**src/cpu_pkg.sv**
```systemverilog
`default_nettype none

package cpu_pkg;

  typedef logic [15:0] word_t;   // memory word, register value, operand
  typedef logic [9:0] addr_t;    // word address into either ram
  typedef logic [7:0] op_t;      // opcode byte of the first word
  typedef logic [3:0] reg_sel_t; // low nibble of the register byte

  // instruction word 0 is {opcode, register}, word 1 is the operand
  typedef enum op_t {
    OP_JMP       = 8'd1,
    OP_RAM2REG   = 8'd2,
    OP_REG2RAM   = 8'd3,
    OP_NUM2REG   = 8'd4,
    OP_REG_PLUS  = 8'd5,
    OP_REG_MINUS = 8'd6
  } opcode_t;

  typedef enum logic [1:0] {
    FETCH_IDLE, // waiting for run and a credit
    FETCH_HI,   // opcode/register word returning
    FETCH_LO    // operand word returning, instruction handed over
  } fetch_state_t;

  localparam int NUM_REGS = 16;
  localparam addr_t PROG_START = '0;

  // queue depth doubles as the credit count fetch starts with
  localparam int INST_QUEUE_DEPTH = 4;
  localparam int CREDIT_W = 3;                             // holds 0..INST_QUEUE_DEPTH
  localparam int QPTR_W = $clog2(INST_QUEUE_DEPTH);        // queue pointer width

endpackage

`default_nettype wire
```
**src/inst_if.sv**
```systemverilog
`timescale 1ns/1ps
`default_nettype none

interface inst_if import cpu_pkg::*; ();

  logic     inst_valid;   // one instruction handed over this cycle
  op_t      inst_op;
  reg_sel_t inst_reg;
  word_t    inst_operand;
  logic     inst_epoch;   // fetch epoch the instruction was fetched under

  logic     credit_ret;     // one queue slot freed
  logic     redirect_valid; // jump taken in execute
  word_t    redirect_pc;

  modport fetch_mp (
    output inst_valid, inst_op, inst_reg, inst_operand, inst_epoch,
    input  credit_ret, redirect_valid, redirect_pc
  );

  modport exec_mp (
    input  inst_valid, inst_op, inst_reg, inst_operand, inst_epoch,
    output credit_ret, redirect_valid, redirect_pc
  );

endinterface

`default_nettype wire

```
**src/fetch_stage.sv**
```systemverilog
`timescale 1ns/1ps
`default_nettype none

module fetch_stage import cpu_pkg::*; (
  input  wire        clka,
  input  wire        rst,
  input  wire        run,
  output addr_t      prog_raddr,
  input  wire word_t prog_rdata,
  inst_if.fetch_mp   ifc
);

  addr_t               pc;           // next word address to read
  fetch_state_t        state;
  logic [CREDIT_W-1:0] credits;      // free slots in the execute queue
  logic [CREDIT_W-1:0] credits_next;
  logic                epoch;
  op_t                 hi_op;        // first word of the instruction in flight
  reg_sel_t            hi_reg;
  logic                take;         // instruction handed over this cycle
  logic                start_hi;     // enough credit to begin another instruction

  assign prog_raddr = pc;
  assign take       = (state == FETCH_LO);

  // slot used by this cycle's hand-over, plus any slot freed by execute
  assign credits_next = credits - CREDIT_W'(take) + CREDIT_W'(ifc.credit_ret);
  assign start_hi     = run && (credits_next != '0);

  assign ifc.inst_valid   = take;
  assign ifc.inst_op      = hi_op;
  assign ifc.inst_reg     = hi_reg;
  assign ifc.inst_operand = prog_rdata; // operand word arrives in FETCH_LO
  assign ifc.inst_epoch   = epoch;

  always_ff @(posedge clka) begin
    if (!rst) begin
      pc      <= PROG_START;
      state   <= FETCH_IDLE;
      credits <= CREDIT_W'(INST_QUEUE_DEPTH);
      epoch   <= 1'b0;
    end else begin
      credits <= credits_next;
      if (ifc.redirect_valid) begin
        // drop whatever is half fetched and restart at the target
        pc    <= addr_t'(ifc.redirect_pc);
        epoch <= ~epoch;
        state <= FETCH_IDLE;
      end else begin
        case (state)
          FETCH_IDLE, FETCH_LO: begin
            if (start_hi) begin
              pc    <= pc + 1'b1; // first word address goes out now
              state <= FETCH_HI;
            end else begin
              state <= FETCH_IDLE; // pc held, nothing lost
            end
          end
          FETCH_HI: begin
            pc    <= pc + 1'b1; // operand address goes out now
            state <= FETCH_LO;
          end
          default: state <= FETCH_IDLE;
        endcase
      end
    end
  end

  // opcode and register number, bits 7:4 of the register byte are ignored
  always_ff @(posedge clka) begin
    if (state == FETCH_HI) begin
      hi_op  <= prog_rdata[15:8];
      hi_reg <= prog_rdata[3:0];
    end
  end

endmodule

`default_nettype wire

```
**src/flat_wrapper.sv**
```systemverilog
// flat-port wrapper written by rule: the top's interface ports become plain ports
module fetch_stage_flat import cpu_pkg::*;
  (clka, rst, run, prog_raddr, prog_rdata, ifc_inst_valid, ifc_inst_op, ifc_inst_reg, ifc_inst_operand, ifc_inst_epoch, ifc_credit_ret, ifc_redirect_valid, ifc_redirect_pc);
  inst_if ifc_i ();
  input  wire clka;
  input  wire rst;
  input  wire run;
  output addr_t prog_raddr;
  input  wire word_t prog_rdata;
  output wire logic [$bits(ifc_i.inst_valid)-1:0] ifc_inst_valid;
  output wire logic [$bits(ifc_i.inst_op)-1:0] ifc_inst_op;
  output wire logic [$bits(ifc_i.inst_reg)-1:0] ifc_inst_reg;
  output wire logic [$bits(ifc_i.inst_operand)-1:0] ifc_inst_operand;
  output wire logic [$bits(ifc_i.inst_epoch)-1:0] ifc_inst_epoch;
  input wire logic [$bits(ifc_i.credit_ret)-1:0] ifc_credit_ret;
  input wire logic [$bits(ifc_i.redirect_valid)-1:0] ifc_redirect_valid;
  input wire logic [$bits(ifc_i.redirect_pc)-1:0] ifc_redirect_pc;
  assign ifc_inst_valid = ifc_i.inst_valid;
  assign ifc_inst_op = ifc_i.inst_op;
  assign ifc_inst_reg = ifc_i.inst_reg;
  assign ifc_inst_operand = ifc_i.inst_operand;
  assign ifc_inst_epoch = ifc_i.inst_epoch;
  assign ifc_i.credit_ret = ifc_credit_ret;
  assign ifc_i.redirect_valid = ifc_redirect_valid;
  assign ifc_i.redirect_pc = ifc_redirect_pc;
  fetch_stage u_core (.clka(clka), .rst(rst), .run(run), .prog_raddr(prog_raddr), .prog_rdata(prog_rdata), .ifc(ifc_i));
endmodule
```
**config.mk**
```make
export PLATFORM = sky130hd
export DESIGN_NAME = fetch_stage_flat
export DESIGN_NICKNAME = d
export VERILOG_FILES = /design/src/cpu_pkg.sv /design/src/inst_if.sv /design/src/fetch_stage.sv /design/src/flat_wrapper.sv
export SDC_FILE = /design/constraint.sdc
export NUM_CORES = 1
export LEC_CHECK = 0
export BUFFER_PORTS_ARGS = -buffer_cell sky130_fd_sc_hd__buf_2
export CAP_MARGIN = 20
export CELL_PAD_IN_SITES_DETAIL_PLACEMENT = 0
export CELL_PAD_IN_SITES_GLOBAL_PLACEMENT = 2
export CORE_UTILIZATION = 25
export CTS_CLUSTER_SIZE = 20
export DETAILED_ROUTE_END_ITERATION = 10
export GPL_TIMING_DRIVEN = 0
export PLACE_DENSITY_LB_ADDON = 0.2
export SYNTH_ARGS = -nofsm -noshare
export SYNTH_HDL_FRONTEND = slang
export SYNTH_SLANG_ARGS = --single-unit
```
**constraint.sdc**
```tcl
create_clock -name clka -period 2.75 [get_ports clka]
set_input_delay 0.4125 -clock clka [delete_from_list [all_inputs] [get_ports clka]]
set_output_delay 0.4125 -clock clka [all_outputs]
set_load 0.02 [all_outputs]
```
# Word-level counts from Yosys, hierarchy flattened
# Cells that the tools add are included.
# W data, S select, Z words.
# op_classes
n_mux	5
multipliers	0
eq_ne	3
magnitude_cmp	0
reduce_logical	7
n_bitwise	2
shift	0
div_mod_pow	0
n_addsub	3
# ops
operator	count
$mux W10	2
$pmux W10 S2	1
$add A10 B1 Y10 const B	1
$reduce_bool A3 Y1	2
$pmux W2 S2	1
$reduce_or A2 Y1	2
$add A3 B1 Y3	1
$ne A3 B2 Y1 const B	1
$sub A3 B1 Y3	1
$eq A2 B1 Y1 const B	1
$eq A2 B2 Y1 const B	1
$logic_not A2 Y1	1
$not A1 Y1	2
$reduce_and A2 Y1	1
$logic_and A1 B1 Y1	1
$mux W1	1
# totals
reg_bits	28
mem_bits_rw	0
latch_bits	0
mem_count	0
mem_bits_ro	0
out_inout_bits	40
inputBits	37

# Depth between registers and ports, before layout
# Gate-level depths: netlist (run 1).
# depth
ltp_word	8
depth_mapped	9
ltp_nobuf	9

# Worst setup path after synthesis (run 1)
# OpenSTA, ideal clock, no wires.
# synth_path
path_kind	reg2reg
from	register u_core.state[1]
to	register u_core.pc[5] (netlist: u_core.prog_raddr[5])
stages_incl_launch_ff	10
setup_time_ns	0.095
setup_slack_ns	0.179
path_buffers	0
synth_period_minus_slack_ns	2.571
required_time_ns	2.655
arrival_ns	2.475
cell_sequence	dfxtp_1 > nor2b_1 > ha_1 > inv_1 > ha_1 > fa_1 > nor2_1 > nand3_1 > a311o_1 > o311ai_1
# synth_via
elab_chain_cells	7
elab_cells_between_ends	13
classes_between	add/sub: 2; eq/ne: 3; mux: 2; reduce/logical: 6
# synth_rtl
element	line	text
start: declaration	fetch_stage.sv:14	fetch_state_t state;
start signal: assignment	fetch_stage.sv:39	state <= FETCH_IDLE;
start signal: assignment	fetch_stage.sv:48	state <= FETCH_IDLE;
start signal: assignment	fetch_stage.sv:54	state <= FETCH_HI;
$eq A2 B2 Y1	fetch_stage.sv:24	assign take = (state == FETCH_LO);
via ifc_inst_valid	flat_wrapper.sv:10	output wire logic [$bits(ifc_i.inst_valid)-1:0] ifc_inst_valid;
$sub A3 B1 Y3	fetch_stage.sv:27	assign credits_next = credits - CREDIT_W'(take) + CREDIT_W'(ifc.credit_ret);
$add A3 B1 Y3	fetch_stage.sv:27	
via u_core.credits_next[1]	fetch_stage.sv:16	logic [CREDIT_W-1:0] credits_next;
$reduce_bool A3 Y1	fetch_stage.sv:28	assign start_hi = run && (credits_next != '0);
$logic_and A1 B1 Y1	fetch_stage.sv:28	
$ne A3 B2 Y1 (no source line)	n/a	
$reduce_and A2 Y1 (no source line)	n/a	
end signal: assignment	fetch_stage.sv:46	pc <= addr_t'(ifc.redirect_pc);
end signal: assignment	fetch_stage.sv:53	pc <= pc + 1'b1;
end signal: assignment	fetch_stage.sv:60	pc <= pc + 1'b1;
end: declaration	fetch_stage.sv:13	addr_t pc;
# The timed path passes the listed nets, and every way through them passes these cells.
# A chain may end at the register's enable or synchronous reset.

# Worst setup path after layout (run 1)
# layout_path
from	register u_core.state[0]
to	register u_core.pc[9] (netlist: u_core.prog_raddr[9])
# layout_via
elab_chain_cells	7
elab_cells_between_ends	13
classes_between	add/sub: 2; eq/ne: 3; mux: 2; reduce/logical: 6
# layout_rtl
element	line
$eq A2 B2 Y1	fetch_stage.sv:24
$sub A3 B1 Y3	fetch_stage.sv:27
$add A3 B1 Y3	fetch_stage.sv:27
via u_core.credits_next[1]	fetch_stage.sv:16
$reduce_bool A3 Y1	fetch_stage.sv:28
$logic_and A1 B1 Y1	fetch_stage.sv:28
$ne A3 B2 Y1 (no source line)	n/a
$reduce_and A2 Y1 (no source line)	n/a
# The timed path passes the listed nets, and every way through them passes these cells.

==> results of run 1 <==
layer usage:
metal | track usage [%] | wire, microns
met3 | 2.500 | 291
met1 | 18.79 | 1991
met2 | 22.63 | 1977
met4 | 4.107 | 21
met5 | 0 | 0
area by class of cell:
class | count | area (sq um) | area share (%)
buffer | 22 | 145.1 | 7.134
clock buffer | 3 | 41.29 | 2.030
clock inverter | 1 | 30.03 | 1.476
inverter | 8 | 30.03 | 1.476
multi-input combinational | 101 | 688.2 | 33.83
sequential | 28 | 680.7 | 33.46
tap | 75 | 93.84 | 4.613
timing repair buffer | 65 | 325.3 | 15.99
worst min-delay path by stage:
stage                                      from                endpoint  slack (ns)  depth (start not counted)
after global placement    u_core.ifc.inst_epoch   u_core.ifc.inst_epoch        0.50                          2
after global routing              prog_rdata[3]  u_core.ifc.inst_reg[3]        0.31                          1
final                             prog_rdata[3]  u_core.ifc.inst_reg[3]        0.33                          1
after detailed placement  u_core.ifc.inst_epoch   u_core.ifc.inst_epoch        0.50                          2
after CTS                         prog_rdata[2]  u_core.ifc.inst_reg[2]        0.32                          1
after floorplan                   prog_rdata[8]   u_core.ifc.inst_op[0]        0.51                          0
cell usage after synthesis (all sizes together), types with 3 or more instances:
library cell | number | area, sq um
buf | 18 | 130.1
dfxtp | 16 | 320.3
nor2 | 13 | 56.30
edfxtp | 12 | 360.4
nand2 | 10 | 37.54
inv | 8 | 30.03
nand3 | 7 | 35.03
o21ai | 7 | 38.79
a21oi | 5 | 25.02
and2 | 5 | 31.28
nand2b | 5 | 31.28
clkbuf | 4 | 15.01
a31oi | 3 | 18.77
ha | 3 | 37.54
nor2b | 3 | 18.77
o211ai | 3 | 22.52
kinds of logic after synthesis:
| kind of cell | after synthesis |
|---|---|
| adder cells (fa/ha/maj) | 4 |
| buffers and inverters | 30 |
| XOR/XNOR | 2 |
| multiplexers | 1 |
| AND/OR/NAND/NOR | 56 |
| AO/OA/AOI/OAI | 38 |
| flip-flops | 28 |
where the power goes:
group / internal (mW) / switching (mW) / leakage [nW]
clock: 0.195 / 0.133 / 0.0357
combinational: 0.125 / 0.192 / 0.625
sequential: 0.469 / 0.0272 / 0.242
total: 0.788 / 0.352 / 0.902
critical path, delay by kind of cell, from the launching register on:
kind                     cells  cell delay, ns
AO/OA/AOI/OAI                3            0.79
AND/OR/NAND/NOR              2            0.18
adder cells (fa/ha/maj)      3            0.97
flip-flops                   1            0.42
buffers and inverters        1            0.04
stage by stage:
| stage | utilization, % | std cells |
|---|---|---|
| after floorplan | - | 159 |
| after global placement | 33.12 | 299 |
| after detailed placement | 33.12 | 299 |
| after CTS | 34.32 | 303 |
| after global routing | 34.36 | 303 |
| final | 34.36 | 303 |
timing repair:
item / CTS / global route
endpoints found under the setup margin: 0 / 4
gates resized for setup: 0 / 1
hold buffers: 0 / 0
buffers inserted: 0 / 0
cells in the final DEF (no fill, tap or decap), types with 2 or more instances in the layout:
cell type,count
a31oi_1,3
buf_2,67
and3_1,2
ha_1,3
and4_1,2
buf_4,16
nand2_1,10
o21ai_0,6
clkbuf_8,3
nor2b_1,3
nor2_1,11
a21oi_1,5
nand3_1,7
o31a_1,2
o2111ai_1,2
and2_1,4
dfxtp_1,16
nand4_1,2
a22o_1,2
clkbuf_1,4
nor3_1,2
nand2b_1,5
a32o_1,2
o211ai_1,3
edfxtp_1,12
inv_1,8
==> flow_metrics.py, run 1 <==
metrics = {
    "setup_path": {
        "cp_common_cell": "ha_1",
        "path_class": "flop to flop",
        "critPathSlowestCell": "fa_1",
        "crit_chain": "nor2b_1 > ha_1 > inv_1 > ha_1 > fa_1 > nor2_2 > o21ai_2 > o21ai_0 > a32o_1",
        "arrival_ns": 2.68,
        "r2r_start": "u_core.state[0]",
        "r2r_end": "u_core.prog_raddr[9]",
        "max_stage_delay_ns": 0.52,
        "critPathRequiredTime_ns": 2.92,
        "r2r_setup_slack_ns": 0.25,
        "endpoint_kind": "flop",
        "reg2reg_depth": 9,
        "crit_path_start_kind": "flop",
        "critPathCapture": "u_core.prog_raddr[9]",
        "path_max_fanout": 8,
        "cp-startpoint": "u_core.state[0]",
    },
    "global_routing": {
        "grt_pass1_wl_microns": 6934,
        "first_global_vias": 1340,
        "grt_usage_pct": 13.99,
        "antenna_found_initial": 0,
        "grt-ovfl-total": 0,
        "grt_max_degree": 17,
    },
    "timing": {
        "finalHoldViolations": 0,
        "fin_crit_sh_pct": 91.01,
        "setup_slack_ns": 0.2472,
        "final-setup-viol-count": 0,
        "max_slew_margin_pct": 63.10,
        "fin_skew_ns": 0.005421,
        "hold_slack_ns": 0.3264,
        "finalCriticalPeriod_ns": 2.503,
        "tns_ns": 0,
        "grt_setup_unrepaired": "false",
        "worst_slew_pin_slew_ns": 0.5534,
        "max_freq_mhz": 399.6,
        "drv_slew": 0,
    },
    "power_and_ir_drop": {
        "finalPower_mw": 1.141,
        "ir_worst_vdd_mv": 0.2162,
        "cellPowerDensity_nw_per_um2": 560.6,
        "power_leakage_nw": 0.9025,
    },
    "synthesis": {
        "synthCells": 159,
        "avgSynthCellArea_sq_um": 9.695,
        "syn_area_sq_um": 1541,
        "synth-main-ff-cell": "dfxtp_1",
        "synthMuxAreaShare_pct": 0.6494,
        "ys_ff_latch": 28,
        "yosysSeqAreaShare_pct": 44.16,
        "synth-adder-area-share_pct": 3.734,
        "yosys.area_share.simple_pct": 19.40,
        "synthArstFlopShare_pct": 0,
        "ys_types": 49,
        "syn_nets": 200,
        "synth_edf_count": 12,
        "synthXorXnorAreaFrac_pct": 2.192,
        "synth-compound-area-share_pct": 18.51,
        "yosys_warnings": 0,
        "synth_top_family_by_area": "simple AND/OR/NAND/NOR gates",
    },
    "flow_run": {
        "max-cap-violations": 0,
    },
    "clock_tree": {
        "cts_max_level": 1,
        "cts.clk_slew.worst_paths_ns": 0.10,
        "cts_buffer_depth": 2,
        "cts-root-buf": "clkbuf_8",
        "cts_inserted_buffers": 3,
        "clk_latency_ns": 0.27,
        "cts_tree": "built",
        "cts.sinks": 28,
    },
    "route": {
        "route.detailed.drc": 0,
        "vias_per_cell": 4.617,
        "wire_per_inst_microns": 14.13,
        "dr.pass1.iters": 4,
        "drtIter0Drc": 68,
        "wl_microns": 4281,
        "antenna_left": 0,
        "num_vias": 1399,
    },
    "final_layout": {
        "fin_nets": 270,
        "n_fill_cell": 622,
        "final_area_sq_um": 2034,
        "largest_register_ffs": 10,
        "antennaDiodeCount": 0,
        "drive_gt1_share_pct": 40.79,
        "areaGrowthSynthToFinish_pct": 31.98,
    },
    "hold_path": {
        "worstHoldPathType": "input port to flop",
    },
    "placed_design": {
        "placed_cell_area_sq_um": 1961,
        "gp_congestion": 0.7424,
        "place_ws_ns": 0.1885,
        "portBuffers": 65,
        "dp_hpwl_microns": 3200,
    },
    "floorplanning": {
        "die_area_sq_um": 6484,
        "dieHeight_microns": 80.53,
        "start_util_pct": 26.04,
        "core_area_sq_um": 5921,
        "std_cell_rows": 28,
        "die_w_microns": 80.53,
        "ios": 77,
    },
    "status": {
        "status": "complete, no violations",
    },
}
(Power assumes the default switching activity.)
==> inputs of run 2 (changes only) <==
Settings changed: CELL_PAD_IN_SITES_GLOBAL_PLACEMENT 2 to 1, CORE_UTILIZATION 25 to 33.
==> flow_metrics.py, run 2 (synthesized netlist as in run 1, its figures left out) <==
metrics = {
    "status": {
        "status": "complete, no violations",
    },
    "setup_path": {
        "cp_common_cell": "ha_1",
        "max_stage_delay_ns": 0.53,
        "crit_path_start_kind": "flop",
        "path_class": "flop to flop",
        "crit_chain": "nor2b_1 > ha_1 > inv_1 > ha_1 > fa_1 > nor2_2 > o21ai_2 > o21ai_0 > a32o_1",
        "r2r_setup_slack_ns": 0.22,
        "r2r_end": "u_core.prog_raddr[9]",
        "path_max_fanout": 8,
        "endpoint_kind": "flop",
        "r2r_start": "u_core.state[0]",
        "arrival_ns": 2.71,
        "critPathRequiredTime_ns": 2.93,
        "critPathSlowestCell": "fa_1",
        "reg2reg_depth": 9,
    },
    "timing": {
        "finalCriticalPeriod_ns": 2.527,
        "max_slew_margin_pct": 63.53,
        "tns_ns": 0,
        "final-setup-viol-count": 0,
        "drv_slew": 0,
        "grt_setup_unrepaired": "false",
        "fin_skew_ns": 0.003808,
        "fin_crit_sh_pct": 91.88,
        "finalHoldViolations": 0,
        "setup_slack_ns": 0.2232,
        "worst_slew_pin_slew_ns": 0.5470,
        "max_freq_mhz": 395.8,
    },
    "placed_design": {
        "portBuffers": 65,
        "gp_congestion": 0.7842,
        "place_ws_ns": 0.1699,
        "dp_hpwl_microns": 2785,
        "dp_cells": 276,
    },
    "route": {
        "route.detailed.drc": 0,
        "wl_microns": 3814,
        "antenna_left": 0,
        "drtIter0Drc": 81,
        "wire_per_inst_microns": 13.62,
        "vias_per_cell": 5.125,
        "num_vias": 1435,
        "dr.pass1.iters": 4,
    },
    "floorplanning": {
        "start_util_pct": 34.92,
        "ios": 77,
        "die_w_microns": 70.35,
        "core_area_sq_um": 4414,
        "std_cell_rows": 24,
        "die_area_sq_um": 4948,
        "dieHeight_microns": 70.35,
    },
    "hold_path": {
        "worstHoldStart": "prog_rdata[9]",
        "min_to": "u_core.ifc.inst_op[1]",
        "min_path_cells": 1,
        "worstHoldPathType": "input port to flop",
    },
    "clock_tree": {
        "cts.sinks": 28,
        "cts.clk_slew.worst_paths_ns": 0.10,
        "cts_max_level": 1,
        "cts_tree": "built",
        "cts_buffer_depth": 2,
        "cts_inserted_buffers": 3,
        "cts-root-buf": "clkbuf_8",
        "clk_latency_ns": 0.28,
    },
    "power_and_ir_drop": {
        "finalPower_mw": 1.141,
        "power_leakage_nw": 0.9025,
        "cellPowerDensity_nw_per_um2": 569.1,
        "ir_worst_vdd_mv": 0.2114,
    },
    "final_layout": {
        "fin_nets": 270,
        "antennaDiodeCount": 0,
        "largest_register_ffs": 10,
        "instances_no_fill": 280,
        "final_cell_mix": "buf_2 (67), buf_4 (16), dfxtp_1 (16)",
        "drive_gt1_share_pct": 40.79,
        "areaGrowthSynthToFinish_pct": 30.11,
        "layout_commonest_cell": "buf_2",
        "final_util_pct": 45.44,
    },
    "global_routing": {
        "top_usage_layer": "met2",
        "grt.met2_usage_pct": 23.07,
        "antenna_found_initial": 0,
        "grt-ovfl-total": 0,
        "grt_use_met3_pct": 2.742,
        "met1_usage_pct": 21.38,
        "grt_max_degree": 17,
        "grt_usage_pct": 15.01,
        "grt_pass1_wl_microns": 6016,
        "first_global_vias": 1289,
    },
    "flow_run": {
        "max-cap-violations": 0,
    },
}
[run 2: cell counts in the layout (fill, tap and decap cells not counted)]
Identical to the previous run, type by type.
[run 2: routing by layer]
metal	wire, microns	vias up
met2	1708	66
met3	287	4
met1	1803	660
met5	0	-
met4	15	0
li1	-	705
[run 2: area by class of cell]
class / count / area, sq um
fill: 441 / 2409
multi-input combinational: 101 / 688.2
sequential: 28 / 680.7
timing repair buffer: 65 / 325.3
buffer: 22 / 145.1
tap: 52 / 65.06
clock buffer: 3 / 41.29
clock inverter: 1 / 30.03
inverter: 8 / 30.03
[run 2: where the power goes]
group          total [mW]  switching [mW]  internal [mW]  leakage, nW
combinational       0.313           0.188          0.125        0.625
clock               0.333           0.138          0.195       0.0357
sequential          0.495          0.0265          0.469        0.242
[run 2: worst max-delay path by stage]
stage	depth (start not counted)	start	slack, ns	endpoint
6_report	9	u_core.state[0]	0.22	u_core.prog_raddr[9]
2_1_floorplan	9	u_core.state[1]	0.18	u_core.prog_raddr[5]
3_5_place_dp	9	u_core.state[1]	0.17	u_core.prog_raddr[0]
4_1_cts	9	u_core.state[1]	0.14	u_core.prog_raddr[0]
5_1_grt	9	u_core.state[1]	0.07	u_core.prog_raddr[0]
3_3_place_gp	9	u_core.state[1]	0.17	u_core.prog_raddr[0]
[run 2: repair_timing]
action                                  in CTS  in global routing
resized for setup                            0                  1
hold buffers                                 0                  0
buffers inserted                             0                  0
endpoints found under the setup margin       0                  8
[run 2: per-stage QoR]
step                area (sq um)  hold slack, ns
CTS                         2003          0.3124
finish                      2006          0.3165
detailed placement          1932          0.4976
global placement            1932          0.5055
floorplan                   1541          0.5114
global route                2006          0.3019
[run 2: critical path, delay by kind of cell, from the launching register on]
kind	cells	cell delay [ns]
adder cells (fa/ha/maj)	3	0.99
AO/OA/AOI/OAI	3	0.77
flip-flops	1	0.44
AND/OR/NAND/NOR	2	0.20
buffers and inverters	1	0.03
