`config.mk`:
```
export PLATFORM = sky130hd
export DESIGN_NAME = exec_stage_flat
export DESIGN_NICKNAME = d
export VERILOG_FILES = /design/src/cpu_pkg.sv /design/src/inst_if.sv /design/src/exec_stage.sv /design/src/flat_wrapper.sv
export SDC_FILE = /design/constraint.sdc
export NUM_CORES = 1
export LEC_CHECK = 0
export ABC_AREA = 1
export BUFFER_PORTS_ARGS = -buffer_cell sky130_fd_sc_hd__buf_2
export CAP_MARGIN = 20
export CORE_AREA = 2 2 168 170
export DETAILED_ROUTE_END_ITERATION = 8
export DIE_AREA = 0 0 170 172
export HOLD_SLACK_MARGIN = 0.03
export MAX_ROUTING_LAYER = met4
export PLACE_DENSITY = 0.79
export RECOVER_POWER = 50
export SLEW_MARGIN = 0
export SYNTH_ARGS = -nofsm -noshare
export SYNTH_HDL_FRONTEND = slang
export SYNTH_SLANG_ARGS = --single-unit
```
`constraint.sdc`:
```
create_clock -name clka -period 5.4 [get_ports clka]
set_input_delay 1.08 -clock clka [delete_from_list [all_inputs] [get_ports clka]]
set_output_delay 1.08 -clock clka [all_outputs]
set_load 0.005 [all_outputs]
```
`src/cpu_pkg.sv`:
```
`default_nettype none

package cpu_pkg;

  typedef logic [15:0] word_t;   // memory word, register value, operand
  typedef logic [9:0] addr_t;    // word address into either ram
  typedef logic [7:0] op_t;      // opcode byte of the first word
  typedef logic [3:0] reg_sel_t; // low nibble of the register byte

  // instruction word 0 is {opcode, register}, word 1 is the operand
  typedef enum op_t {
    OP_JMP       = 8'd1,
    OP_RAM2REG   = 8'd2,
    OP_REG2RAM   = 8'd3,
    OP_NUM2REG   = 8'd4,
    OP_REG_PLUS  = 8'd5,
    OP_REG_MINUS = 8'd6
  } opcode_t;

  typedef enum logic [1:0] {
    FETCH_IDLE, // waiting for run and a credit
    FETCH_HI,   // opcode/register word returning
    FETCH_LO    // operand word returning, instruction handed over
  } fetch_state_t;

  localparam int NUM_REGS = 16;
  localparam addr_t PROG_START = '0;

  // queue depth doubles as the credit count fetch starts with
  localparam int INST_QUEUE_DEPTH = 4;
  localparam int CREDIT_W = 3;                             // holds 0..INST_QUEUE_DEPTH
  localparam int QPTR_W = $clog2(INST_QUEUE_DEPTH);        // queue pointer width

endpackage

`default_nettype wire
```
`src/inst_if.sv`:
```
`timescale 1ns/1ps
`default_nettype none

interface inst_if import cpu_pkg::*; ();

  logic     inst_valid;   // one instruction handed over this cycle
  op_t      inst_op;
  reg_sel_t inst_reg;
  word_t    inst_operand;
  logic     inst_epoch;   // fetch epoch the instruction was fetched under

  logic     credit_ret;     // one queue slot freed
  logic     redirect_valid; // jump taken in execute
  word_t    redirect_pc;

  modport fetch_mp (
    output inst_valid, inst_op, inst_reg, inst_operand, inst_epoch,
    input  credit_ret, redirect_valid, redirect_pc
  );

  modport exec_mp (
    input  inst_valid, inst_op, inst_reg, inst_operand, inst_epoch,
    output credit_ret, redirect_valid, redirect_pc
  );

endinterface

`default_nettype wire

```
`src/exec_stage.sv`:
```
`timescale 1ns/1ps
`default_nettype none

module exec_stage import cpu_pkg::*; (
  input  wire        clka,
  input  wire        rst,
  inst_if.exec_mp    ifc,
  output logic       mem_we,
  output addr_t      mem_addr,
  output word_t      mem_wdata,
  input  wire word_t mem_rdata,
  output logic       store_valid,
  output addr_t      store_addr,
  output word_t      store_data
);

  op_t                 q_op      [INST_QUEUE_DEPTH];
  reg_sel_t            q_reg     [INST_QUEUE_DEPTH];
  word_t               q_operand [INST_QUEUE_DEPTH];
  logic                q_epoch   [INST_QUEUE_DEPTH];
  logic [QPTR_W-1:0]   wr_ptr;
  logic [QPTR_W-1:0]   rd_ptr;
  logic [CREDIT_W-1:0] count;      // occupied entries, bounded by the credits

  word_t               regs [NUM_REGS];
  logic                epoch;      // flips on every executed jump
  logic                ld_busy;    // second cycle of a RAM2REG

  op_t                 head_op;
  reg_sel_t            head_reg;
  word_t               head_operand;
  logic                head_valid;
  logic                head_stale; // fetched down a path that was jumped away from
  logic                head_live;

  logic                pop;
  logic                wr_reg;
  word_t               wr_val;
  logic                do_jump;
  logic                do_store;
  logic                ld_start;

  function automatic logic [QPTR_W-1:0] next_ptr(input logic [QPTR_W-1:0] ptr);
    if (ptr == QPTR_W'(INST_QUEUE_DEPTH - 1)) begin
      return '0;
    end
    return ptr + 1'b1;
  endfunction

  assign head_op      = q_op[rd_ptr];
  assign head_reg     = q_reg[rd_ptr];
  assign head_operand = q_operand[rd_ptr];
  assign head_valid   = (count != '0);
  assign head_stale   = head_valid && (q_epoch[rd_ptr] != epoch);
  assign head_live    = head_valid && !head_stale;

  // everything except the load retires in the cycle it reaches the head
  always_comb begin
    pop      = head_stale; // stale entries are just dropped
    wr_reg   = 1'b0;
    wr_val   = head_operand;
    do_jump  = 1'b0;
    do_store = 1'b0;
    ld_start = 1'b0;
    if (head_live) begin
      case (opcode_t'(head_op))
        OP_NUM2REG: begin
          pop    = 1'b1;
          wr_reg = 1'b1;
        end
        OP_REG_PLUS: begin
          pop    = 1'b1;
          wr_reg = 1'b1;
          wr_val = regs[head_reg] + head_operand; // wraps mod 2^16
        end
        OP_REG_MINUS: begin
          pop    = 1'b1;
          wr_reg = 1'b1;
          wr_val = regs[head_reg] - head_operand;
        end
        OP_JMP: begin
          pop     = 1'b1;
          do_jump = 1'b1;
        end
        OP_REG2RAM: begin
          pop      = 1'b1;
          do_store = 1'b1;
        end
        OP_RAM2REG: begin
          if (ld_busy) begin
            pop    = 1'b1;
            wr_reg = 1'b1;
            wr_val = mem_rdata; // read issued last cycle
          end else begin
            ld_start = 1'b1; // head stays put while the ram answers
          end
        end
        default: pop = 1'b1; // unknown opcode, no effect
      endcase
    end
  end

  always_ff @(posedge clka) begin
    if (ifc.inst_valid) begin
      q_op[wr_ptr]      <= ifc.inst_op;
      q_reg[wr_ptr]     <= ifc.inst_reg;
      q_operand[wr_ptr] <= ifc.inst_operand;
      q_epoch[wr_ptr]   <= ifc.inst_epoch;
    end
  end

  always_ff @(posedge clka) begin
    if (!rst) begin
      wr_ptr  <= '0;
      rd_ptr  <= '0;
      count   <= '0;
      epoch   <= 1'b0;
      ld_busy <= 1'b0;
    end else begin
      if (ifc.inst_valid) begin
        wr_ptr <= next_ptr(wr_ptr);
      end
      if (pop) begin
        rd_ptr <= next_ptr(rd_ptr);
      end
      count <= count + CREDIT_W'(ifc.inst_valid) - CREDIT_W'(pop);
      if (do_jump) begin
        epoch <= ~epoch; // same edge on which fetch flips its copy
      end
      ld_busy <= ld_start;
    end
  end

  always_ff @(posedge clka) begin
    if (wr_reg) begin
      regs[head_reg] <= wr_val;
    end
  end

  assign ifc.credit_ret     = pop;
  assign ifc.redirect_valid = do_jump;
  assign ifc.redirect_pc    = head_operand;

  assign mem_we    = do_store;
  assign mem_addr  = addr_t'(head_operand); // load and store share the head operand
  assign mem_wdata = regs[head_reg];

  assign store_valid = do_store;
  assign store_addr  = mem_addr;
  assign store_data  = mem_wdata;

endmodule

`default_nettype wire

```
`src/flat_wrapper.sv`:
```
// flat-port wrapper written by rule: the top's interface ports become plain ports
module exec_stage_flat import cpu_pkg::*;
  (clka, rst, mem_we, mem_addr, mem_wdata, mem_rdata, store_valid, store_addr, store_data, ifc_inst_valid, ifc_inst_op, ifc_inst_reg, ifc_inst_operand, ifc_inst_epoch, ifc_credit_ret, ifc_redirect_valid, ifc_redirect_pc);
  inst_if ifc_i ();
  input  wire clka;
  input  wire rst;
  output logic mem_we;
  output addr_t mem_addr;
  output word_t mem_wdata;
  input  wire word_t mem_rdata;
  output logic store_valid;
  output addr_t store_addr;
  output word_t store_data;
  input wire logic [$bits(ifc_i.inst_valid)-1:0] ifc_inst_valid;
  input wire logic [$bits(ifc_i.inst_op)-1:0] ifc_inst_op;
  input wire logic [$bits(ifc_i.inst_reg)-1:0] ifc_inst_reg;
  input wire logic [$bits(ifc_i.inst_operand)-1:0] ifc_inst_operand;
  input wire logic [$bits(ifc_i.inst_epoch)-1:0] ifc_inst_epoch;
  output wire logic [$bits(ifc_i.credit_ret)-1:0] ifc_credit_ret;
  output wire logic [$bits(ifc_i.redirect_valid)-1:0] ifc_redirect_valid;
  output wire logic [$bits(ifc_i.redirect_pc)-1:0] ifc_redirect_pc;
  assign ifc_i.inst_valid = ifc_inst_valid;
  assign ifc_i.inst_op = ifc_inst_op;
  assign ifc_i.inst_reg = ifc_inst_reg;
  assign ifc_i.inst_operand = ifc_inst_operand;
  assign ifc_i.inst_epoch = ifc_inst_epoch;
  assign ifc_credit_ret = ifc_i.credit_ret;
  assign ifc_redirect_valid = ifc_i.redirect_valid;
  assign ifc_redirect_pc = ifc_i.redirect_pc;
  exec_stage u_core (.clka(clka), .rst(rst), .ifc(ifc_i), .mem_we(mem_we), .mem_addr(mem_addr), .mem_wdata(mem_wdata), .mem_rdata(mem_rdata), .store_valid(store_valid), .store_addr(store_addr), .store_data(store_data));
endmodule
```
Word level (Yosys, flattened, before mapping)

Memories as Yosys holds them, arrays and structs flattened. A register that Yosys moved wholly into a read port is not among the register bits.
Index checks and enable logic that the tools add are counted.

Memories: 5
RAM bits: 372
Register bits: 9
Input port bits: 48

Eq/ne operators: 9
Add/subtract/negate cells: 6
Bitwise logic cells: 1
Muxes and demuxes: 36
Reduce and logical (&&, ||, !) cells: 6

Memories:

| memory           | depth | width | rd ports | clocked after Yosys merged registers in | wr ports | RTL line         | text |
|---|---|---|---|---|---|---|---|
| u_core.regs      | 16    | 16    | 1        | 0                                       | 1        | exec_stage.sv:25 | `word_t regs [NUM_REGS];` |
| u_core.q_operand | 4     | 16    | 1        | 1                                       | 1        | exec_stage.sv:19 | `word_t q_operand [INST_QUEUE_DEPTH];` |
| u_core.q_op      | 4     | 8     | 1        | 1                                       | 1        | exec_stage.sv:17 | `op_t q_op [INST_QUEUE_DEPTH];` |
| u_core.q_reg     | 4     | 4     | 1        | 1                                       | 1        | exec_stage.sv:18 | `reg_sel_t q_reg [INST_QUEUE_DEPTH];` |
| u_core.q_epoch   | 4     | 1     | 1        | 1                                       | 1        | exec_stage.sv:20 | `logic q_epoch [INST_QUEUE_DEPTH];` |

Operator list:

| kind                                                                   | number |
|---|---|
| 16-bit one-hot mux with 3 select lines                                 | 1 |
| 16-bit two-way mux                                                     | 2 |
| 8-bit by 3-bit equality test with 1-bit output (second input constant) | 3 |
| 2-bit two-way mux                                                      | 12 |
| 1-bit two-way mux                                                      | 20 |
| 16-bit adder                                                           | 1 |
| 8-bit by 2-bit equality test with 1-bit output (second input constant) | 2 |
| 16-bit subtractor                                                      | 1 |
| 8-bit by 1-bit equality test with 1-bit output (second input constant) | 1 |
| 2-bit by 1-bit adder with 2-bit output (second input constant)         | 2 |
| 2-bit equality test (second input constant)                            | 2 |
| 3-bit by 1-bit adder with 3-bit output                                 | 1 |
| 3-bit AND reduction                                                    | 1 |
| 3-bit nonzero test                                                     | 1 |
| 3-bit OR reduction                                                     | 1 |
| 3-bit by 1-bit subtractor with 3-bit output                            | 1 |
| 1-bit logical AND                                                      | 2 |
| 1-bit one-hot mux with 2 select lines                                  | 1 |
| 1-bit logical NOT                                                      | 1 |
| 1-bit inequality test                                                  | 1 |
| 1-bit inverter                                                         | 1 |

Depth between registers and ports, before layout

Gate-level depths: netlist (run 1).

Depth after elaboration: 10
Gate-level depth with buffers: 29

Worst setup path before layout (run 1)

No wires, ideal clock.

Path type: register to register
From: reg (tool-made name)
To: mem u_core.regs[0][12] (netlist name) (data pin)
Data required time: 5.015 ns
Clock period less this slack: 4.201 ns
Cell stages (with the launch flop): 24
Arrival time: 3.815 ns
Path slack: 1.199 ns
Cells stage by stage: dfxtp_1 buf_4 inv_2 nand3_2 nand2_2 buf_6 nor2_2 buf_2 buf_2 a22oi_1 a21oi_1 or3_1 fa_1 nand2_1 nand3_1 o21ai_0 o21ai_0 a21o_1 a21boi_0 a21oi_1 o21ai_0 nand2_1 nand2_1 o21ai_0

RTL lines:

| item          | RTL line |
|---|---|
| end, declared | exec_stage.sv:25 |

==> results of run 1 <==
## layer usage
metal  wire length, µm  vias up  global-route usage
met5                 0        -                   -
met1             15500     5224               0.363
met2             19100      555               0.456
li1                  -     4921                   -
met4              1440        0               0.107
met3              3370      113              0.0472
## path summary, 6_finish.rpt
check                                      from            endpoint  cells past startpoint
worst max-delay path                   register  u_core.regs[8][14]                     20
worst min-delay path            u_core.count[1]     u_core.count[2]                      1
worst max register to register         register  u_core.regs[8][14]                     20
worst min register to register  u_core.count[1]     u_core.count[2]                      1
## final cells by class
class,count,area share
clock inverters,16,0.00724
well taps,346,0.0236
inverters,72,0.0150
clock buffers,50,0.0566
repair buffers,184,0.0536
multi-input cells,737,0.222
flip-flops and latches,383,0.622
## per-stage QoR
| stage | power, mW | hold slack, ns |
|---|---|---|
| 2_1_floorplan | 7.25 | 0.466 |
| 3_3_place_gp | 8.64 | 0.484 |
| 3_5_place_dp | 8.78 | 0.498 |
| 4_1_cts | 11.3 | 0.520 |
| 5_1_grt | 12.0 | 0.557 |
| 6_report | 11.3 | 0.529 |
## cells by family after synthesis
family | count (synthesis) | synth area share
DFF | 383 | 0.701
adders and majority gates | 25 | 0.0202
and+or+nand+nor | 426 | 0.113
AOI/OAI and AO/OA | 263 | 0.105
xor gates and xnor gates | 23 | 0.0124
buffers and inverters | 159 | 0.0489
## power groups by stage
stage | Clock, mW | Combinational (mW) | Sequential (mW)
2_1_floorplan | 0 | 3.46 | 3.80
5_1_grt | 2.62 | 5.64 | 3.75
6_report | 2.48 | 5.10 | 3.74
3_3_place_gp | 0 | 4.84 | 3.80
4_1_cts | 2.50 | 5.01 | 3.75
3_5_place_dp | 0 | 4.97 | 3.81
## layout by cell type, fill, tap and decap left out, types with 33 or more instances in the layout
master,n
sky130_fd_sc_hd__buf_2,65
sky130_fd_sc_hd__inv_1,62
sky130_fd_sc_hd__clkbuf_1,83
sky130_fd_sc_hd__nor2_1,48
sky130_fd_sc_hd__o21ai_0,33
sky130_fd_sc_hd__a21oi_1,81
sky130_fd_sc_hd__nand2_1,251
sky130_fd_sc_hd__clkbuf_16,38
sky130_fd_sc_hd__edfxtp_1,372
sky130_fd_sc_hd__nand3_1,74
sky130_fd_sc_hd__buf_4,39
sky130_fd_sc_hd__a22oi_1,120
## worst reg2reg max path, delay by kind of cell (launching register included)
kind	cells	cell delay (ns)
AO/OA/AOI/OAI	6	1.32
adder cells (fa/ha/maj)	1	0.37
buffers and inverters	2	0.37
flip-flops	1	0.37
AND/OR/NAND/NOR	11	2.01
## timing repair
item,in CTS,in global routing
setup buffers,0,2
setup endpoints to repair,0,48
resized for setup,0,4
endpoints found under the hold margin,0,0
==> results.sh, run 1 <==
export IMPL_ys_async_sr_fraction=0
export IMPL_power_switching_fraction=0.396
export IMPL_global_route_overflow_total=0
export IMPL_clkSlewWorstSetupHoldPaths_ns=0.06
export IMPL_synth_enable_flop_cells=372
export IMPL_registers_top_by_ff_count="u_core.regs"
export IMPL_critPathMaxStageDelay_ns=0.43
export IMPL_largest_register_ff_count=256
export IMPL_synthesis_area_mm2=0.0162
export IMPL_ys_ff_latch=383
export IMPL_fin_skew_ns=0.0238
export IMPL_post_synth_most_frequent_cells="sky130_fd_sc_hd__edfxtp_1 (372), sky130_fd_sc_hd__nand2_1 (252), sky130_fd_sc_hd__a22oi_1 (120)"
export IMPL_stdcell_area_mm2=0.0183
export IMPL_ctsHoldBuffers=0
export IMPL_track_usage=0.282
export IMPL_vias=10800
export IMPL_reg2reg_slack_ns=0.52
export IMPL_die_x_um=170
export IMPL_achievable_frequency_mhz=205
export IMPL_first_pass_iters=5
export IMPL_end_kind="register"
export IMPL_detail_route_wl_per_cell_um=22.0
export IMPL_critPathArrivalTime_ns=4.97
export IMPL_grt_first_pass_wirelength_um=59700
export IMPL_worstSetupPathType="reg -> reg"
export IMPL_finalCritPeriodShare=0.904
export IMPL_power_internal_mw=6.83
export IMPL_num_antenna_cells=0
export IMPL_die_area_mm2=0.0292
export IMPL_grt_start_max_net_pins=50
export IMPL_report_final_hold_viol_count=0
export IMPL_postRouteAntennaNets=0
export IMPL_drt_iter0_drc=1095
export IMPL_cts_htree_levels=2
export IMPL_avgSynthCellArea_um2=12.7
export IMPL_synth_seq_area_share=0.701
export IMPL_critical_path_peak_fanout=28
export IMPL_portBuffers=119
export IMPL_post_synth_top_area_fraction=0.687
export IMPL_p_leak_nw=6.75
export IMPL_sequential_area_mm2=0.0114
export IMPL_floorplan_rows=61
export IMPL_totalNegativeSetupSlack_ns=0
export IMPL_cts_path_max_buffers=3
export IMPL_final_layout_size_suffix_gt1_frac=0.124
export IMPL_final_max_slew_violation_count=0
export IMPL_dpl_cell_area_mm2=0.0172
export IMPL_critPathTopFamily="simple AND/OR/NAND/NOR gates"
export IMPL_grt_pass1_vias=10500
export IMPL_synth_largest_area_cell="sky130_fd_sc_hd__edfxtp_1"
export IMPL_ys_warn_count=0
export IMPL_setup_slack_ns=0.516
export IMPL_net_switching_power_mw=4.49
export IMPL_postRouteWirelength_um=39400
export IMPL_grt_antenna_before_repair=0
export IMPL_reg_top3="u_core.regs x256, u_core.q_operand x64, u_core.q_op x32"
export IMPL_cp_num_buf_inv=2
export IMPL_stdcell_count=1788
export IMPL_final_min_clock_period_ns=4.88
export IMPL_start_util=0.591
export IMPL_preCtsSetupSlack_ns=0.325
export IMPL_cts_tree="built"
export IMPL_crit_path_frequent_cell="sky130_fd_sc_hd__nand2_1"
export IMPL_synthMostInstantiatedCell="sky130_fd_sc_hd__edfxtp_1"
export IMPL_required_arrival_time_at_the_worst_endpoint_ns=5.49
export IMPL_areaGrowthSynthToFinish_pct=12.7
export IMPL_clock_latency_ns=0.53
export IMPL_critical_path_cell_chain="inv_2, nand2_1, nand3_2, nand2_2, nand2_1, inv_2, a22oi_1, a21oi_1, or2_0, or3_1, ha_1, nand2_1, nand3_1, o21ai_0, o21ai_0, nand3_1, a21oi_1, o221ai_1, nand2_1, nand2_1"
export IMPL_p_clk_frac=0.219
export IMPL_synth_top_cells_by_area="sky130_fd_sc_hd__edfxtp_1 (69%), sky130_fd_sc_hd__nand2_1 (5.8%), sky130_fd_sc_hd__a22oi_1 (5.5%), sky130_fd_sc_hd__a21oi_1 (2.5%), sky130_fd_sc_hd__nand3_1 (2.3%)"
export IMPL_dp_hpwl_um=26200
export IMPL_design_portCount=120
export IMPL_multi_input_combinational_cell_area_mm2=0.00407
export IMPL_pwr_share_seq=0.331
export IMPL_ys_types=45
export IMPL_grt_setup_unrepaired="no"
export IMPL_clkSinkCount=383
export IMPL_drt_vias_per_instance=6.05
export IMPL_vdd_ir_drop_max_uv=285
export IMPL_max_cap_viol_count=0
export IMPL_leading_register_cell_type_out_of_synthesis="sky130_fd_sc_hd__edfxtp_1"
export IMPL_start_kind="register"
export IMPL_mappedNetlistNets=1352
export IMPL_finalSetupViolations=0
export IMPL_synth_cells=1279
export IMPL_core_mm2=0.0275
export IMPL_die_height_um=172
export IMPL_pwr_share_comb=0.450
export IMPL_root_buffer="sky130_fd_sc_hd__clkbuf_16"
export IMPL_utilization=0.667
export IMPL_route_detailed_drc=0
export IMPL_worst_pin_slew_ns=1.47
export IMPL_n_fill_cell=1975
export IMPL_critical_path_s_slowest_cell="sky130_fd_sc_hd__o21ai_0"
export IMPL_maxSlewHeadroom=0.0167
export IMPL_fin_nets=1489
export IMPL_power_density_mw_per_mm2=618
export IMPL_place_gp_congestion=0.934
export IMPL_hold_class="reg -> reg"
export IMPL_status="complete, no violations"
export IMPL_numPlacedInstances=1715
export IMPL_cts_inserted_buffers=38
(Power assumes the default switching activity.)
==> run 2, diff against run 1 <==
==> constraint.sdc (replaced) <==
create_clock -name clka -period 5.4 [get_ports clka]
set_input_delay 1.08 -clock clka [delete_from_list [all_inputs] [get_ports clka]]
set_output_delay 1.08 -clock clka [all_outputs]
set_load 0.05 [all_outputs]
==> results.sh, run 2 (synthesized netlist as in run 1, its figures left out) <==
export IMPL_reg_top3="u_core.regs x256, u_core.q_operand x64, u_core.q_op x32"
export IMPL_n_fill_cell=1979
export IMPL_die_area_mm2=0.0292
export IMPL_clkSinkCount=383
export IMPL_die_x_um=170
export IMPL_maxSlewHeadroom=0.0131
export IMPL_postRouteWirelength_um=39400
export IMPL_grt_pass1_vias=10500
export IMPL_routed_top_layer="met4"
export IMPL_cts_path_max_buffers=3
export IMPL_clkSlewWorstSetupHoldPaths_ns=0.06
export IMPL_postRouteAntennaNets=0
export IMPL_dp_hpwl_um=26200
export IMPL_cts_tree="built"
export IMPL_fin_nets=1489
export IMPL_met3_length_um=3380
export IMPL_post_route_met1_wirelength_um=15500
export IMPL_track_usage=0.282
export IMPL_grt_setup_unrepaired="no"
export IMPL_clock_latency_ns=0.53
export IMPL_fin_skew_ns=0.0223
export IMPL_critical_path_cell_chain="inv_2, nand2_1, nand3_2, nand2_2, nand2_1, inv_2, a22oi_1, nand2_1, nand2_1, nand4_1, inv_1, ha_1, inv_1, fa_1, nand2_1, nand3_1, o21ai_0, o21ai_0, nand3_1, a21oi_1, o221ai_1, nand2_1, nand2_1"
export IMPL_die_height_um=172
export IMPL_timing_rr_end="u_core.regs[8][14]"
export IMPL_floorplan_rows=61
export IMPL_critPathMaxStageDelay_ns=0.45
export IMPL_final_layout_size_suffix_gt1_frac=0.116
export IMPL_largest_register_ff_count=256
export IMPL_whs_path_depth=1
export IMPL_root_buffer="sky130_fd_sc_hd__clkbuf_16"
export IMPL_start_kind="register"
export IMPL_final_max_slew_violation_count=0
export IMPL_grt_first_pass_wirelength_um=59700
export IMPL_critPathArrivalTime_ns=4.96
export IMPL_worstRegToRegCells=23
export IMPL_global_route_overflow_total=0
export IMPL_worstSetupPathType="reg -> reg"
export IMPL_grt_start_max_net_pins=50
export IMPL_final_min_clock_period_ns=4.88
export IMPL_registers_top_by_ff_count="u_core.regs"
export IMPL_finalCritPeriodShare=0.904
export IMPL_achievable_frequency_mhz=205
export IMPL_cts_htree_levels=2
export IMPL_num_antenna_cells=0
export IMPL_cts_inserted_buffers=38
export IMPL_critical_path_peak_fanout=28
export IMPL_drt_iter0_drc=1090
export IMPL_final_common_cell="sky130_fd_sc_hd__edfxtp_1"
export IMPL_drt_vias_per_instance=6.05
export IMPL_required_arrival_time_at_the_worst_endpoint_ns=5.48
export IMPL_setup_slack_ns=0.520
export IMPL_sequential_area_mm2=0.0114
export IMPL_dr_wl_met2_um=19100
export IMPL_preCtsSetupSlack_ns=0.325
export IMPL_first_pass_iters=5
export IMPL_reg2reg_slack_ns=0.52
export IMPL_worst_hold_startpoint="u_core.count[1]"
export IMPL_detail_route_wl_per_cell_um=22.0
export IMPL_critical_path_s_slowest_cell="sky130_fd_sc_hd__inv_2"
export IMPL_end_kind="register"
export IMPL_areaGrowthSynthToFinish_pct=12.6
export IMPL_finalSetupViolations=0
export IMPL_max_cap_viol_count=0
export IMPL_crit_path_frequent_cell="sky130_fd_sc_hd__nand2_1"
export IMPL_multi_input_combinational_cell_area_mm2=0.00407
export IMPL_totalNegativeSetupSlack_ns=0
export IMPL_core_mm2=0.0275
export IMPL_worst_pin_slew_ns=1.48
export IMPL_mostFrequentLayoutCells="sky130_fd_sc_hd__edfxtp_1 (372), sky130_fd_sc_hd__nand2_1 (251), sky130_fd_sc_hd__a22oi_1 (120)"
export IMPL_dpl_cell_area_mm2=0.0172
export IMPL_worst_hold_path_endpoint="u_core.count[2]"
export IMPL_report_final_hold_viol_count=0
export IMPL_vias=10800
export IMPL_start_util=0.591
export IMPL_grt_antenna_before_repair=0
export IMPL_portBuffers=119
export IMPL_stdcell_area_mm2=0.0183
export IMPL_place_gp_congestion=0.934
export IMPL_design_portCount=120
export IMPL_hold_class="reg -> reg"
export IMPL_status="complete, no violations"
export IMPL_route_detailed_drc=0
export IMPL_utilization=0.666
## run 2: cell types whose count changed in the layout (fill, tap and decap cells not counted), sizes merged
cell	change
clkbuf	+12
buf	-12
## run 2: metrics by stage
stage	hold slack, ns	std cells
6_report	0.529	1788
5_1_grt	0.557	1788
4_1_cts	0.520	1781
3_5_place_dp	0.498	1715
3_3_place_gp	0.484	1714
2_1_floorplan	0.466	1279
## run 2: how the worst max path moves through the flow
stage             start             endpoint  slack (ns)  cells after the start
2_1_floorplan  register   u_core.regs[0][12]        0.76                     27
3_3_place_gp   register  u_core.regs[15][13]        0.45                     24
3_5_place_dp   register  u_core.regs[12][10]        0.32                     20
4_1_cts        register  u_core.regs[12][10]        0.21                     20
5_1_grt        register   u_core.regs[4][14]        0.09                     23
6_report       register   u_core.regs[8][14]        0.52                     23
## run 2: final cells by class
cell class / count / share of cell area
sequential: 383 / 0.622
clock buffer: 50 / 0.0566
timing repair buffer: 184 / 0.0529
inverter: 72 / 0.0150
multi-input combinational: 737 / 0.222
tap: 346 / 0.0237
clock inverter: 16 / 0.00725
## run 2: timing repair
action / CTS / global route
resized for setup: 0 / 4
endpoints found under the setup margin: 0 / 48
hold buffers: 0 / 0
buffers inserted: 0 / 2
## run 2: critical path: cells and delay by family, from the launching register on
| family | cells | cell delay [ns] |
|---|---|---|
| simple gates | 12 | 1.79 |
| compound gates | 5 | 1.11 |
| buf+inv | 4 | 0.72 |
| flops | 1 | 0.44 |
| fa+ha+maj | 2 | 0.37 |
## run 2: metal layers
metal  global-route usage  vias to the layer above
li1                     -                     4920
met1                0.363                     5232
met2                0.456                      549
met3               0.0472                      112
met4                0.107                        0
met5                    -                        -
Power of run 2 is left out: the tool's default activity adds up to more than one toggle a clock period on the data nets, which glitch-free logic cannot reach.
==> run 3, diff against run 2 <==
--- a/config.mk
+++ b/config.mk
@@ -13,8 +13,9 @@
 export DIE_AREA = 0 0 170 172
 export HOLD_SLACK_MARGIN = 0.03
 export MAX_ROUTING_LAYER = met4
-export PLACE_DENSITY = 0.79
+export PLACE_DENSITY = 0.88
 export RECOVER_POWER = 50
+export REMOVE_ABC_BUFFERS = 1
 export SLEW_MARGIN = 0
 export SYNTH_ARGS = -nofsm -noshare
 export SYNTH_HDL_FRONTEND = slang
==> constraint.sdc (replaced) <==
create_clock -name clka -period 4.5 [get_ports clka]
set_input_delay 0.9 -clock clka [delete_from_list [all_inputs] [get_ports clka]]
set_output_delay 0.9 -clock clka [all_outputs]
set_load 0.05 [all_outputs]
==> results.sh, run 3 (synthesized netlist as in run 1, its figures left out) <==
export IMPL_status="finished, violations left"
export IMPL_violations="max-capacitance violations, max-slew violations, negative setup slack"
export IMPL_cts_htree_levels=2
export IMPL_dpl_cell_area_mm2=0.0178
export IMPL_finalCritPeriodShare=1.01
export IMPL_detail_route_wl_per_cell_um=23.3
export IMPL_global_route_overflow_total=0
export IMPL_start_kind="register"
export IMPL_clkSlewWorstSetupHoldPaths_ns=0.07
export IMPL_numPlacedInstances=1786
export IMPL_stdcell_count=1868
export IMPL_finalSetupViolations=16
export IMPL_place_gp_congestion=0.942
export IMPL_core_mm2=0.0275
export IMPL_final_common_cell="sky130_fd_sc_hd__edfxtp_1"
export IMPL_worst_hold_startpoint="u_core.wr_ptr[1]"
export IMPL_die_x_um=170
export IMPL_clkSinkCount=383
export IMPL_design_portCount=120
export IMPL_grt_start_max_net_pins=48
export IMPL_setup_slack_ns=-0.0351
export IMPL_sequential_area_mm2=0.0114
export IMPL_dp_hpwl_um=27700
export IMPL_end_kind="register"
export IMPL_required_arrival_time_at_the_worst_endpoint_ns=4.76
export IMPL_critPathArrivalTime_ns=4.79
export IMPL_reg2reg_slack_ns=-0.04
export IMPL_fin_skew_ns=0.0259
export IMPL_final_layout_size_suffix_gt1_frac=0.170
export IMPL_grt_antenna_before_repair=1
export IMPL_critical_path_cell_chain="inv_2, nand2_1, nand3_1, nand2_2, inv_2, buf_4, nor2_4, buf_4, buf_4, a22oi_1, a21oi_1, or2_0, or3_1, ha_1, a21oi_1, o21ai_0, a21o_1, a21boi_1, a21oi_1, o21ai_0, nand2_1, nand2_1, o21ai_0, buf_4"
export IMPL_route_detailed_drc=0
export IMPL_cts_path_max_buffers=3
export IMPL_drt_vias_per_instance=6.36
export IMPL_die_height_um=172
export IMPL_final_max_slew_violation_count=60
export IMPL_start_util=0.591
export IMPL_stdcell_area_mm2=0.0190
export IMPL_root_buffer="sky130_fd_sc_hd__clkbuf_16"
export IMPL_n_fill_cell=1784
export IMPL_grt_pass1_vias=11400
export IMPL_areaGrowthSynthToFinish_pct=17.1
export IMPL_vias=11900
export IMPL_cts_tree="built"
export IMPL_grt_first_pass_wirelength_um=62700
export IMPL_critical_path_peak_fanout=16
export IMPL_ctsHoldBuffers=0
export IMPL_timing_rr_end="u_core.regs[13][12]"
export IMPL_postRouteWirelength_um=43500
export IMPL_maxSlewHeadroom=-0.271
export IMPL_crit_path_frequent_cell="sky130_fd_sc_hd__buf_4"
export IMPL_hold_class="reg -> reg"
export IMPL_max_cap_viol_count=2
export IMPL_worstRegToRegCells=24
export IMPL_portBuffers=119
export IMPL_multi_input_combinational_cell_area_mm2=0.00421
export IMPL_critical_path_s_slowest_cell="sky130_fd_sc_hd__or3_1"
export IMPL_cp_num_buf_inv=6
export IMPL_worst_hold_path_endpoint="u_core.wr_ptr[1]"
export IMPL_track_usage=0.294
export IMPL_final_min_clock_period_ns=4.54
export IMPL_critPathTopFamily="compound AO/OA/AOI/OAI gates"
export IMPL_first_pass_iters=9
export IMPL_report_final_hold_viol_count=0
export IMPL_achievable_frequency_mhz=221
export IMPL_drt_iter0_drc=1793
export IMPL_cts_inserted_buffers=37
export IMPL_clock_latency_ns=0.53
export IMPL_postRouteAntennaNets=0
export IMPL_worstSetupPathType="reg -> reg"
export IMPL_worst_pin_slew_ns=1.91
export IMPL_largest_register_ff_count=256
export IMPL_floorplan_rows=61
export IMPL_critPathMaxStageDelay_ns=0.44
export IMPL_whs_path_depth=2
export IMPL_reg_top3="u_core.regs x256, u_core.q_operand x64, u_core.q_op x32"
export IMPL_die_area_mm2=0.0292
export IMPL_mostFrequentLayoutCells="sky130_fd_sc_hd__edfxtp_1 (372), sky130_fd_sc_hd__nand2_1 (251), sky130_fd_sc_hd__a22oi_1 (118)"
export IMPL_registers_top_by_ff_count="u_core.regs"
export IMPL_fin_nets=1564
[run 3: cell count changes in the layout (fill, tap and decap cells not counted), sizes merged]
cell      delta
inv          +2
bufinv       +1
clkinv       +1
buf         +66
nand2        +1
diode        +2
clkbuf       +8
clkinvlp     -1
[run 3: worst max path at each step]
stage                        start             endpoint  cells past startpoint
final                     register  u_core.regs[13][12]                     24
after global routing      register  u_core.regs[13][12]                     24
after CTS                 register   u_core.regs[7][11]                     26
after detailed placement  register   u_core.regs[3][10]                     22
after global placement    register  u_core.regs[15][10]                     21
after floorplan           register   u_core.regs[0][12]                     25
[run 3: through the flow]
step                      setup WS (ns)  utilization  setup TNS, ns  hold slack, ns
final                           -0.0351        0.693         -0.406           0.550
after global routing             -0.145        0.693          -5.38           0.578
after CTS                        0.0514        0.694              0           0.552
after detailed placement         -0.129        0.648          -4.51           0.523
after global placement           0.0729        0.647              0           0.485
after floorplan                   -2.20            -        -492.31           0.466
[run 3: final cells by class]
cell class | count | area share
Timing Repair Buffer | 259 | 0.0799
Tap cell | 346 | 0.0227
Clock buffer | 49 | 0.0543
Clock inverter | 19 | 0.00888
Inverter | 72 | 0.0142
Antenna cell | 2 | 0.000263
Sequential cell | 383 | 0.599
Multi-Input combinational cell | 738 | 0.221
[run 3: worst reg2reg max path, cell delays in order, from the launching register on]
cell                       delay, ns
sky130_fd_sc_hd__dfxtp_2        0.36
sky130_fd_sc_hd__inv_2          0.09
sky130_fd_sc_hd__nand2_1        0.06
sky130_fd_sc_hd__nand3_1        0.08
sky130_fd_sc_hd__nand2_2        0.09
sky130_fd_sc_hd__inv_2          0.07
sky130_fd_sc_hd__buf_4          0.14
sky130_fd_sc_hd__nor2_4         0.07
sky130_fd_sc_hd__buf_4          0.17
sky130_fd_sc_hd__buf_4          0.19
sky130_fd_sc_hd__a22oi_1        0.17
sky130_fd_sc_hd__a21oi_1        0.09
sky130_fd_sc_hd__or2_0          0.26
sky130_fd_sc_hd__or3_1          0.44
sky130_fd_sc_hd__ha_1           0.42
sky130_fd_sc_hd__a21oi_1        0.25
sky130_fd_sc_hd__o21ai_0        0.19
sky130_fd_sc_hd__a21o_1         0.22
sky130_fd_sc_hd__a21boi_1       0.23
sky130_fd_sc_hd__a21oi_1        0.13
sky130_fd_sc_hd__o21ai_0        0.10
sky130_fd_sc_hd__nand2_1        0.07
sky130_fd_sc_hd__nand2_1        0.05
sky130_fd_sc_hd__o21ai_0        0.12
sky130_fd_sc_hd__buf_4          0.22
[run 3: what timing repair did]
action	in CTS	in global routing
gates resized for setup	5	32
endpoints found under the setup margin	64	96
setup buffers	5	1
endpoints found under the hold margin	0	0
cloned	0	2
pin swaps	1	4
[run 3: routing by layer]
layer  part of all wire  vias up  track usage
li1                   -     5070            -
met1               0.34     5688        0.353
met2               0.49      913        0.488
met3               0.11      204       0.0607
met4              0.053        0        0.128
met5                  0        -            -
Power of run 3 is left out for the same reason.
